File: src/ntps_path_pkg.sv
// Network path count and path indexing types
// N_PATHS must be a power of two, the collector pointer wraps by overflow

package ntps_path_pkg;

  //----------------------------------------------------------
  // Path count and derived widths
  //----------------------------------------------------------
  localparam int N_PATHS   = 4;
  localparam int PATH_ID_W = $clog2(N_PATHS);

  typedef logic [PATH_ID_W-1:0] path_id_t;

  // One bit per network path
  typedef logic [N_PATHS-1:0] path_mask_t;

  // Per-path response state
  typedef enum logic {
    PATH_IDLE    = 1'b0,
    PATH_PENDING = 1'b1
  } path_state_t;

endpackage

File: src/ntps_time_pkg.sv
// NTP time types shared by the selector, the paths and the collector
// Timestamps are 32.32 fixed point, seconds above fraction

package ntps_time_pkg;

  //----------------------------------------------------------
  // Field widths
  //----------------------------------------------------------
  localparam int NTP_SEC_W  = 32;
  localparam int NTP_FRAC_W = 32;

  typedef logic [NTP_SEC_W-1:0]  ntp_sec_t;
  typedef logic [NTP_FRAC_W-1:0] ntp_frac_t;

  // Full timestamp, seconds in the upper half
  typedef logic [$bits(ntp_sec_t)+$bits(ntp_frac_t)-1:0] ntp_time_t;

  // Reference source currently driving the server time
  typedef enum logic [1:0] {
    SRC_NONE = 2'd0,
    SRC_A    = 2'd1,
    SRC_B    = 2'd2
  } time_src_t;

endpackage

File: src/ntps_network_path.sv
// One network path reduced to SFP status and a single request slot
// A request arriving while a response is pending is dropped

`timescale 1ns/1ps

module ntps_network_path
  import ntps_time_pkg::*;
  import ntps_path_pkg::*;
(
  input  logic      clk156,
  input  logic      rst_n,
  input  ntp_time_t cur_time,
  input  logic      time_valid,
  input  logic      module_detect_n,
  input  logic      signal_lost,
  input  logic      tx_fault,
  input  logic      req,
  input  ntp_time_t req_origin,
  input  logic      grant,
  output logic      tx_disable,
  output logic      resp_pending,
  output ntp_time_t resp_origin,
  output ntp_time_t resp_rx_time
);

  path_state_t state_q;
  path_state_t state_next;
  logic        link_up;
  logic        accept;

  //----------------------------------------------------------
  // SFP link status
  //----------------------------------------------------------
  assign link_up = !module_detect_n && !signal_lost && !tx_fault;

  // Transmitter stays off until a module is present and healthy
  always_ff @(posedge clk156) begin
    if (!rst_n) begin
      tx_disable <= 1'b1;
    end else begin
      tx_disable <= module_detect_n | tx_fault;
    end
  end

  //----------------------------------------------------------
  // Request slot
  //----------------------------------------------------------
  assign accept = req && (state_q == PATH_IDLE) && link_up && time_valid;

  always_comb begin
    state_next = state_q;
    case (state_q)
      PATH_IDLE: begin
        if (accept) begin
          state_next = PATH_PENDING;
        end
      end
      PATH_PENDING: begin
        if (grant) begin
          state_next = PATH_IDLE;
        end
      end
      default: begin
        state_next = PATH_IDLE;
      end
    endcase
  end

  always_ff @(posedge clk156) begin
    if (!rst_n) begin
      state_q <= PATH_IDLE;
    end else begin
      state_q <= state_next;
    end
  end

  // Receive timestamp taken in the request cycle
  always_ff @(posedge clk156) begin
    if (accept) begin
      resp_origin  <= req_origin;
      resp_rx_time <= cur_time;
    end
  end

  assign resp_pending = (state_q == PATH_PENDING);

  a_grant_when_pending : assert property (@(posedge clk156) disable iff (!rst_n)
    grant |-> (state_q == PATH_PENDING));

endmodule

File: src/ntps_response_mux.sv
// Round-robin collector for the pending path responses
// Grants at most one path per cycle, the output strobe has no ready

`timescale 1ns/1ps

module ntps_response_mux
  import ntps_time_pkg::*;
  import ntps_path_pkg::*;
(
  input  logic       clk156,
  input  logic       rst_n,
  input  ntp_time_t  cur_time,
  input  path_mask_t resp_pending,
  input  ntp_time_t  path_origin [N_PATHS],
  input  ntp_time_t  path_rx_time [N_PATHS],
  output path_mask_t grant,
  output logic       resp_valid,
  output path_id_t   resp_path,
  output ntp_time_t  resp_origin,
  output ntp_time_t  resp_rx_time,
  output ntp_time_t  resp_tx_time
);

  path_id_t ptr_q;
  path_id_t winner;
  logic     found;

  //----------------------------------------------------------
  // Search from the pointer for the first pending path
  //----------------------------------------------------------
  always_comb begin
    path_id_t idx;
    found  = 1'b0;
    winner = ptr_q;
    for (int i = 0; i < N_PATHS; i++) begin
      // Index wraps by overflow of the path id
      idx = ptr_q + path_id_t'(i);
      if (!found && resp_pending[idx]) begin
        found  = 1'b1;
        winner = idx;
      end
    end
  end

  assign grant = found ? (path_mask_t'(1) << winner) : '0;

  always_ff @(posedge clk156) begin
    if (!rst_n) begin
      ptr_q      <= '0;
      resp_valid <= 1'b0;
    end else begin
      resp_valid <= found;
      if (found) begin
        ptr_q <= winner + path_id_t'(1);
      end
    end
  end

  //----------------------------------------------------------
  // Response register, transmit time is the grant cycle time
  //----------------------------------------------------------
  always_ff @(posedge clk156) begin
    if (found) begin
      resp_path    <= winner;
      resp_origin  <= path_origin[winner];
      resp_rx_time <= path_rx_time[winner];
      resp_tx_time <= cur_time;
    end
  end

  a_grant_onehot : assert property (@(posedge clk156) disable iff (!rst_n)
    (|resp_pending) |-> $onehot(grant));

  a_grant_subset : assert property (@(posedge clk156) disable iff (!rst_n)
    (grant & ~resp_pending) == '0);

endmodule

File: src/ntps_time_select.sv
// Selects reference A over B by sync status and holds the server time
// cur_time only moves on an update strobe from the selected source

`timescale 1ns/1ps

module ntps_time_select
  import ntps_time_pkg::*;
(
  input  logic      clk156,
  input  logic      rst_n,
  input  ntp_time_t ntp_time_a,
  input  logic      ntp_time_upd_a,
  input  logic      ntp_sync_ok_a,
  input  ntp_time_t ntp_time_b,
  input  logic      ntp_time_upd_b,
  input  logic      ntp_sync_ok_b,
  output ntp_time_t cur_time,
  output logic      time_valid
);

  time_src_t src_q;
  time_src_t src_next;
  logic      loaded_q;
  logic      upd_sel;
  ntp_time_t time_sel;

  //----------------------------------------------------------
  // Source priority, A wins while it is in sync
  //----------------------------------------------------------
  always_comb begin
    if (ntp_sync_ok_a) begin
      src_next = SRC_A;
    end else if (ntp_sync_ok_b) begin
      src_next = SRC_B;
    end else begin
      src_next = SRC_NONE;
    end
  end

  // Update strobe and time of the current source
  always_comb begin
    upd_sel  = 1'b0;
    time_sel = ntp_time_a;
    case (src_q)
      SRC_A: begin
        upd_sel  = ntp_time_upd_a;
        time_sel = ntp_time_a;
      end
      SRC_B: begin
        upd_sel  = ntp_time_upd_b;
        time_sel = ntp_time_b;
      end
      default: begin
        upd_sel = 1'b0;
      end
    endcase
  end

  always_ff @(posedge clk156) begin
    if (!rst_n) begin
      src_q    <= SRC_NONE;
      loaded_q <= 1'b0;
      cur_time <= '0;
    end else begin
      src_q <= src_next;
      if (upd_sel) begin
        cur_time <= time_sel;
        loaded_q <= 1'b1;
      end
    end
  end

  // Sticky load flag, valid drops only with the source
  assign time_valid = loaded_q && (src_q != SRC_NONE);

  a_valid_has_src : assert property (@(posedge clk156) disable iff (!rst_n)
    time_valid |-> $past(ntp_sync_ok_a || ntp_sync_ok_b));

  a_time_moves_on_upd : assert property (@(posedge clk156) disable iff (!rst_n)
    !$stable(cur_time) |-> $past(ntp_time_upd_a || ntp_time_upd_b));

endmodule

File: src/ntps_top.sv
// NTP server core with time selection, four network paths and a collector
// All logic runs on clk156 with a synchronous active low reset

`timescale 1ns/1ps

module ntps_top
  import ntps_time_pkg::*;
  import ntps_path_pkg::*;
(
  input  logic       clk156,
  input  logic       rst_n,
  input  ntp_time_t  ntp_time_a,
  input  logic       ntp_time_upd_a,
  input  logic       ntp_sync_ok_a,
  input  ntp_time_t  ntp_time_b,
  input  logic       ntp_time_upd_b,
  input  logic       ntp_sync_ok_b,
  input  path_mask_t module_detect_n,
  input  path_mask_t signal_lost,
  input  path_mask_t tx_fault,
  input  path_mask_t req,
  input  ntp_time_t  req_origin [N_PATHS],
  output path_mask_t tx_disable,
  output ntp_time_t  ntp_time,
  output logic       time_valid,
  output logic       resp_valid,
  output path_id_t   resp_path,
  output ntp_time_t  resp_origin,
  output ntp_time_t  resp_rx_time,
  output ntp_time_t  resp_tx_time
);

  path_mask_t path_pending;
  path_mask_t path_grant;
  ntp_time_t  path_origin [N_PATHS];
  ntp_time_t  path_rx_time [N_PATHS];

  //----------------------------------------------------------
  // Reference time selection
  //----------------------------------------------------------
  ntps_time_select time_select (
    .clk156         (clk156),
    .rst_n          (rst_n),
    .ntp_time_a     (ntp_time_a),
    .ntp_time_upd_a (ntp_time_upd_a),
    .ntp_sync_ok_a  (ntp_sync_ok_a),
    .ntp_time_b     (ntp_time_b),
    .ntp_time_upd_b (ntp_time_upd_b),
    .ntp_sync_ok_b  (ntp_sync_ok_b),
    .cur_time       (ntp_time),
    .time_valid     (time_valid)
  );

  //----------------------------------------------------------
  // Network paths
  //----------------------------------------------------------
  for (genvar i = 0; i < N_PATHS; i++) begin : g_path
    ntps_network_path network_path (
      .clk156          (clk156),
      .rst_n           (rst_n),
      .cur_time        (ntp_time),
      .time_valid      (time_valid),
      .module_detect_n (module_detect_n[i]),
      .signal_lost     (signal_lost[i]),
      .tx_fault        (tx_fault[i]),
      .req             (req[i]),
      .req_origin      (req_origin[i]),
      .grant           (path_grant[i]),
      .tx_disable      (tx_disable[i]),
      .resp_pending    (path_pending[i]),
      .resp_origin     (path_origin[i]),
      .resp_rx_time    (path_rx_time[i])
    );
  end

  // Response collector
  ntps_response_mux response_mux (
    .clk156       (clk156),
    .rst_n        (rst_n),
    .cur_time     (ntp_time),
    .resp_pending (path_pending),
    .path_origin  (path_origin),
    .path_rx_time (path_rx_time),
    .grant        (path_grant),
    .resp_valid   (resp_valid),
    .resp_path    (resp_path),
    .resp_origin  (resp_origin),
    .resp_rx_time (resp_rx_time),
    .resp_tx_time (resp_tx_time)
  );

endmodule

File: config.mk
export PLATFORM = sky130hd
export DESIGN_NAME = ntps_top
export DESIGN_NICKNAME = d
export VERILOG_FILES = /design/src/ntps_path_pkg.sv /design/src/ntps_time_pkg.sv /design/src/ntps_network_path.sv /design/src/ntps_response_mux.sv /design/src/ntps_time_select.sv /design/src/ntps_top.sv
export SDC_FILE = /design/constraint.sdc
export NUM_CORES = 1
export LEC_CHECK = 0
export BUFFER_PORTS_ARGS = -buffer_cell sky130_fd_sc_hd__buf_2
export CORE_AREA = 3 3 261 263
export CTS_BUF_LIST = sky130_fd_sc_hd__clkbuf_4
export CTS_CLUSTER_DIAMETER = 50
export DETAILED_ROUTE_END_ITERATION = 16
export DIE_AREA = 0 0 264 266
export PLACE_DENSITY_LB_ADDON = 0.1
export SLEW_MARGIN = 20
export SYNTH_ARGS = -nofsm -noshare
export SYNTH_HDL_FRONTEND = slang
export SYNTH_SLANG_ARGS = --single-unit
File: constraint.sdc
create_clock -name clk156 -period 15.51 [get_ports clk156]
set_input_delay 0.7755 -clock clk156 [delete_from_list [all_inputs] [get_ports clk156]]
set_output_delay 0.7755 -clock clk156 [all_outputs]
set_load 0.02 [all_outputs]
==> metrics.md <==
| Metric | Value |
|---|---|
| Outcome | complete, no violations |
| Fraction of registers with async set/reset | 0% |
| Number of port buffers | approximately 670 |
| Initial core utilization | approximately 44% |
| DR vias | between 15000 and 20000 |
| Vias per cell | about 5.0 |
| Crit-path max FO | 48 |
| Rel. slew slack | between 20% and 30% |
| Postcts setup bufs | 0 |
| Routed WL per cell | ~21 µm |
| Worst Setup Start Kind | flip-flop |
| Pwr Density | around 110 nW/µm² |
| CTS root buffer | clkbuf_4 |
| Sw Share | 21.25% |
| CTS tree | done |
| Global-route wire length before repair | 116.7 mm |
| Tcrit/Tclk final | between 20% and 30% |
| WS Path Type | flip-flop to flip-flop |
| Setup slack, reg-to-reg | 11.63 ns |
| CP most frequent cell | buf_4 |
| Fin crit period | around 3.9 ns |
| Crit-path cells | nor2b_1 -> nor2_1 -> o311a_1 -> nor2_4 -> buf_4 -> buf_4 -> mux2i_1 |
| Cells after synthesis | 1529 |
| Unrepaired setup endpoints after global routing | false |
| Die area | 70220 µm² |
| Final Max Slew Viols | 0 |
| Initial antenna violation count | 9 |
| Worst path required time | between 15 and 20 ns |
| Total Nets Final | roughly 3100 |
| GRT Residual Overflow | 0 |
| Comb pwr share | under 10% |
| Fmax | approximately 260 MHz |
| DRT iter0 DRCs | 1041 |
| Drt drc | 0 |
| Hold-fix buffers, CTS | 299 |
| Row cnt | between 90 and 100 |
| Endpoints failing hold | 0 |
| P_int | roughly 3.4 mW |
| Max incr delay on CP | roughly 0.85 ns |
| Total CTS buffers | 202 |
| Placed wire-length estimate | 48.78 mm |
| Worst r2r dst | response_mux.resp_rx_time[51]$_DFFE_PN_ |
| Syn nets | roughly 1900 |
| Largest net degree at the start of global routing | ~130 |
| Area Overhead vs Synth | 33.41% |
| H-tree depth | 4 |
| Routability Congestion | about 0.8 |
| Setup TNS | 0 ns |
| Synth Area per Inst | ~19 µm² |
| Max Cap Viol | 0 |
| Drt first pass iters | 5 |
| Clock Skews | 0.06536 ns |
| Clock share of power | about two fifths |
| Top cells by area, synth | edfxtp_1 (72%), mux2i_1 (15%), dfxtp_1 (5.3%) |
| Die Y | roughly 270 µm |
| All-layer global routing usage | 22.05% |
| Total wire length | roughly 80 mm |
| Tightest Pin Transition | about 1.1 ns |
| HP Class | primary input to flip-flop |
| Mapped cell area | 29250 µm² |
| Synth Flop Type | edfxtp_1 |
| Sink Count | 784 |
| CP Capture Type | flip-flop |
| Clock-pin slew on the worst setup and hold paths | ~0.06 ns |
| Post-synthesis register bit count | just under 800 |
| Clk Latency, worst-skew pair | just under 1 ns |
| Crit path launch | g_path[0].network_path.resp_pending$_SDFF_PN0_ |
| Leakage | between 15 and 20 nW |
| Leading area contributor after synthesis | edfxtp_1 |
| Placed cell areas | 33320 µm² |
| # IOs | 670 |
| Final antenna-violating net count | 0 |
| Yosys cell types | 32 |
| # fillers | between 5000 and 6000 |
| Post_cts resized | 0 |
| Design area | slightly below 40000 µm² |
| Seq/Total Area, Yosys | about 78% |
| CP Data Arrival Time | around 4.5 ns |
| Die width | about 260 µm |
| Peak supply drop | about 0.00007 V |
| Layout cells sized above 1 | a little under two fifths |
| Sw Pwr | roughly 910 µW |
| Slowest library cell on the worst path | buf_4 |
| Warning count from the yosys run | 0 |
| Reg2reg start | g_path[0].network_path.resp_pending$_SDFF_PN0_ |
| CTS Buffer Depth | 3 |
| CORE AREA | 65860 µm² |
| Part of the power in registers | between 50% and 60% |
| Vias in the first global route | between 15000 and 20000 |
| Critical Path Sink | response_mux.resp_rx_time[51]$_DFFE_PN_ |
| Yosys top cell area share | 72.48% |
| Setup violators final | 0 |
| EDFF count, synth | 706 |
| Worst R2R Path Depth | 7 |
## flip-flops by register name, summed over array words and instances (netlist names), 2 cells and up
register / cells
g_path.network_path.resp_pending: 4
response_mux.resp_path: 2
g_path.network_path.resp_origin: 256
time_select.src_q: 2
response_mux.ptr_q: 2
response_mux.resp_tx_time: 64
response_mux.resp_rx_time: 64
g_path.network_path.resp_rx_time: 256
response_mux.resp_origin: 64
time_select.cur_time: 64
g_path.network_path.tx_disable: 4
## cell usage in the layout, fill, tap and decap left out, types with 3 or more instances in the layout
| cell | instances |
|---|---|
| nand2_1 | 80 |
| dlygate4sd3_1 | 299 |
| inv_6 | 4 |
| inv_2 | 4 |
| a21oi_1 | 6 |
| inv_1 | 8 |
| o21ai_0 | 6 |
| clkinv_1 | 31 |
| clkbuf_4 | 317 |
| buf_2 | 668 |
| o21a_1 | 3 |
| nor2_4 | 3 |
| dfxtp_1 | 78 |
| o211a_1 | 64 |
| edfxtp_1 | 706 |
| buf_12 | 5 |
| nor2b_1 | 5 |
| nor2_1 | 14 |
| diode_2 | 5 |
| clkinv_2 | 4 |
| mux2i_1 | 448 |
| buf_4 | 18 |
## synthesized netlist by cell type (3+ instances only)
| library cell | instances |
|---|---|
| o211a_1 | 64 |
| nand2_1 | 80 |
| dfxtp_1 | 78 |
| nand3_1 | 3 |
| edfxtp_1 | 706 |
| buf_2 | 14 |
| mux2i_1 | 448 |
| clkbuf_1 | 25 |
| nor2_1 | 16 |
| o21a_1 | 3 |
| a21oi_1 | 6 |
| nor2b_1 | 6 |
| o21ai_0 | 6 |
| buf_4 | 15 |
| buf_6 | 18 |
| ha_1 | 3 |
| inv_1 | 8 |
| buf_8 | 11 |
## critical path, delay by kind of cell (launching register included)
family,cells,cell delay [ns]
simple gates,3,1.11
compound gates,1,0.18
flops,1,0.56
buf+inv,2,1.45
mux,1,0.17
## power groups by stage
stage | logic (mW) | clock network [mW] | registers, mW
global placement | 0.108 | 0 | 2.36
finish | 0.176 | 1.78 | 2.31
detailed placement | 0.110 | 0 | 2.36
CTS | 0.176 | 1.85 | 2.31
floorplan | 0.0316 | 0 | 2.36
global route | 0.189 | 1.97 | 2.31
## logic make-up after synthesis
kind of cell | count (synthesis) | synth area share, %
buffers and inverters | 91 | 2.306
and+or+nand+nor | 114 | 1.664
DFF | 784 | 77.82
muxes | 448 | 15.33
adders and majority gates | 4 | 0.1626
AOI/OAI and AO/OA | 88 | 2.720
## final cells by class
| class | instances | area (µm²) | area share [%] |
|---|---|---|---|
| well taps | 864 | 1081 | 2.770 |
| clock inverters | 48 | 270.3 | 0.6926 |
| multi-input cells | 654 | 5888 | 15.09 |
| inverters | 8 | 30.03 | 0.07695 |
| clock buffers | 317 | 2380 | 6.098 |
| diodes | 5 | 12.51 | 0.03206 |
| flip-flops and latches | 784 | 22760 | 58.33 |
| repair buffers | 991 | 6599 | 16.91 |
## worst min-delay path by stage
| stage | from | endpoint | cells past startpoint |
|---|---|---|---|
| after floorplan | time_select.loaded_q$_SDFFE_PN0P_ | time_select.loaded_q$_SDFFE_PN0P_ | 1 |
| after global placement | time_select.loaded_q$_SDFFE_PN0P_ | time_select.loaded_q$_SDFFE_PN0P_ | 1 |
| after detailed placement | time_select.loaded_q$_SDFFE_PN0P_ | time_select.loaded_q$_SDFFE_PN0P_ | 1 |
| after CTS | ntp_time_b[8] | time_select.cur_time[8]$_SDFFE_PN0P_ | 4 |
| after global routing | ntp_time_b[43] | time_select.cur_time[43]$_SDFFE_PN0P_ | 4 |
| final | ntp_time_a[15] | time_select.cur_time[15]$_SDFFE_PN0P_ | 4 |
## stage by stage
stage                     std cells  power [mW]  hold WS (ns)  utilization [%]  worst slack (ns)
after floorplan                1529       2.392        0.4330                -            0.2202
after global placement         2998       2.465        0.4419            50.53             11.74
after detailed placement       3000       2.468        0.4474            50.59             11.58
after CTS                      3664       4.338     0.0003937            59.16             11.59
after global routing           3671       4.469       0.03384            59.25             11.38
final                          3671       4.272        0.1686            59.25             11.63
## metal layers
metal | wire length [µm] | GRT usage, % | vias up
met5 | 47 | 0 | -
met1 | 31260 | 26.44 | 9002
met2 | 38890 | 36.66 | 712
met4 | 2660 | 9.188 | 8
met3 | 5602 | 7.425 | 169
li1 | - | - | 8348
No activity file was read; power rests on OpenSTA's default activity.
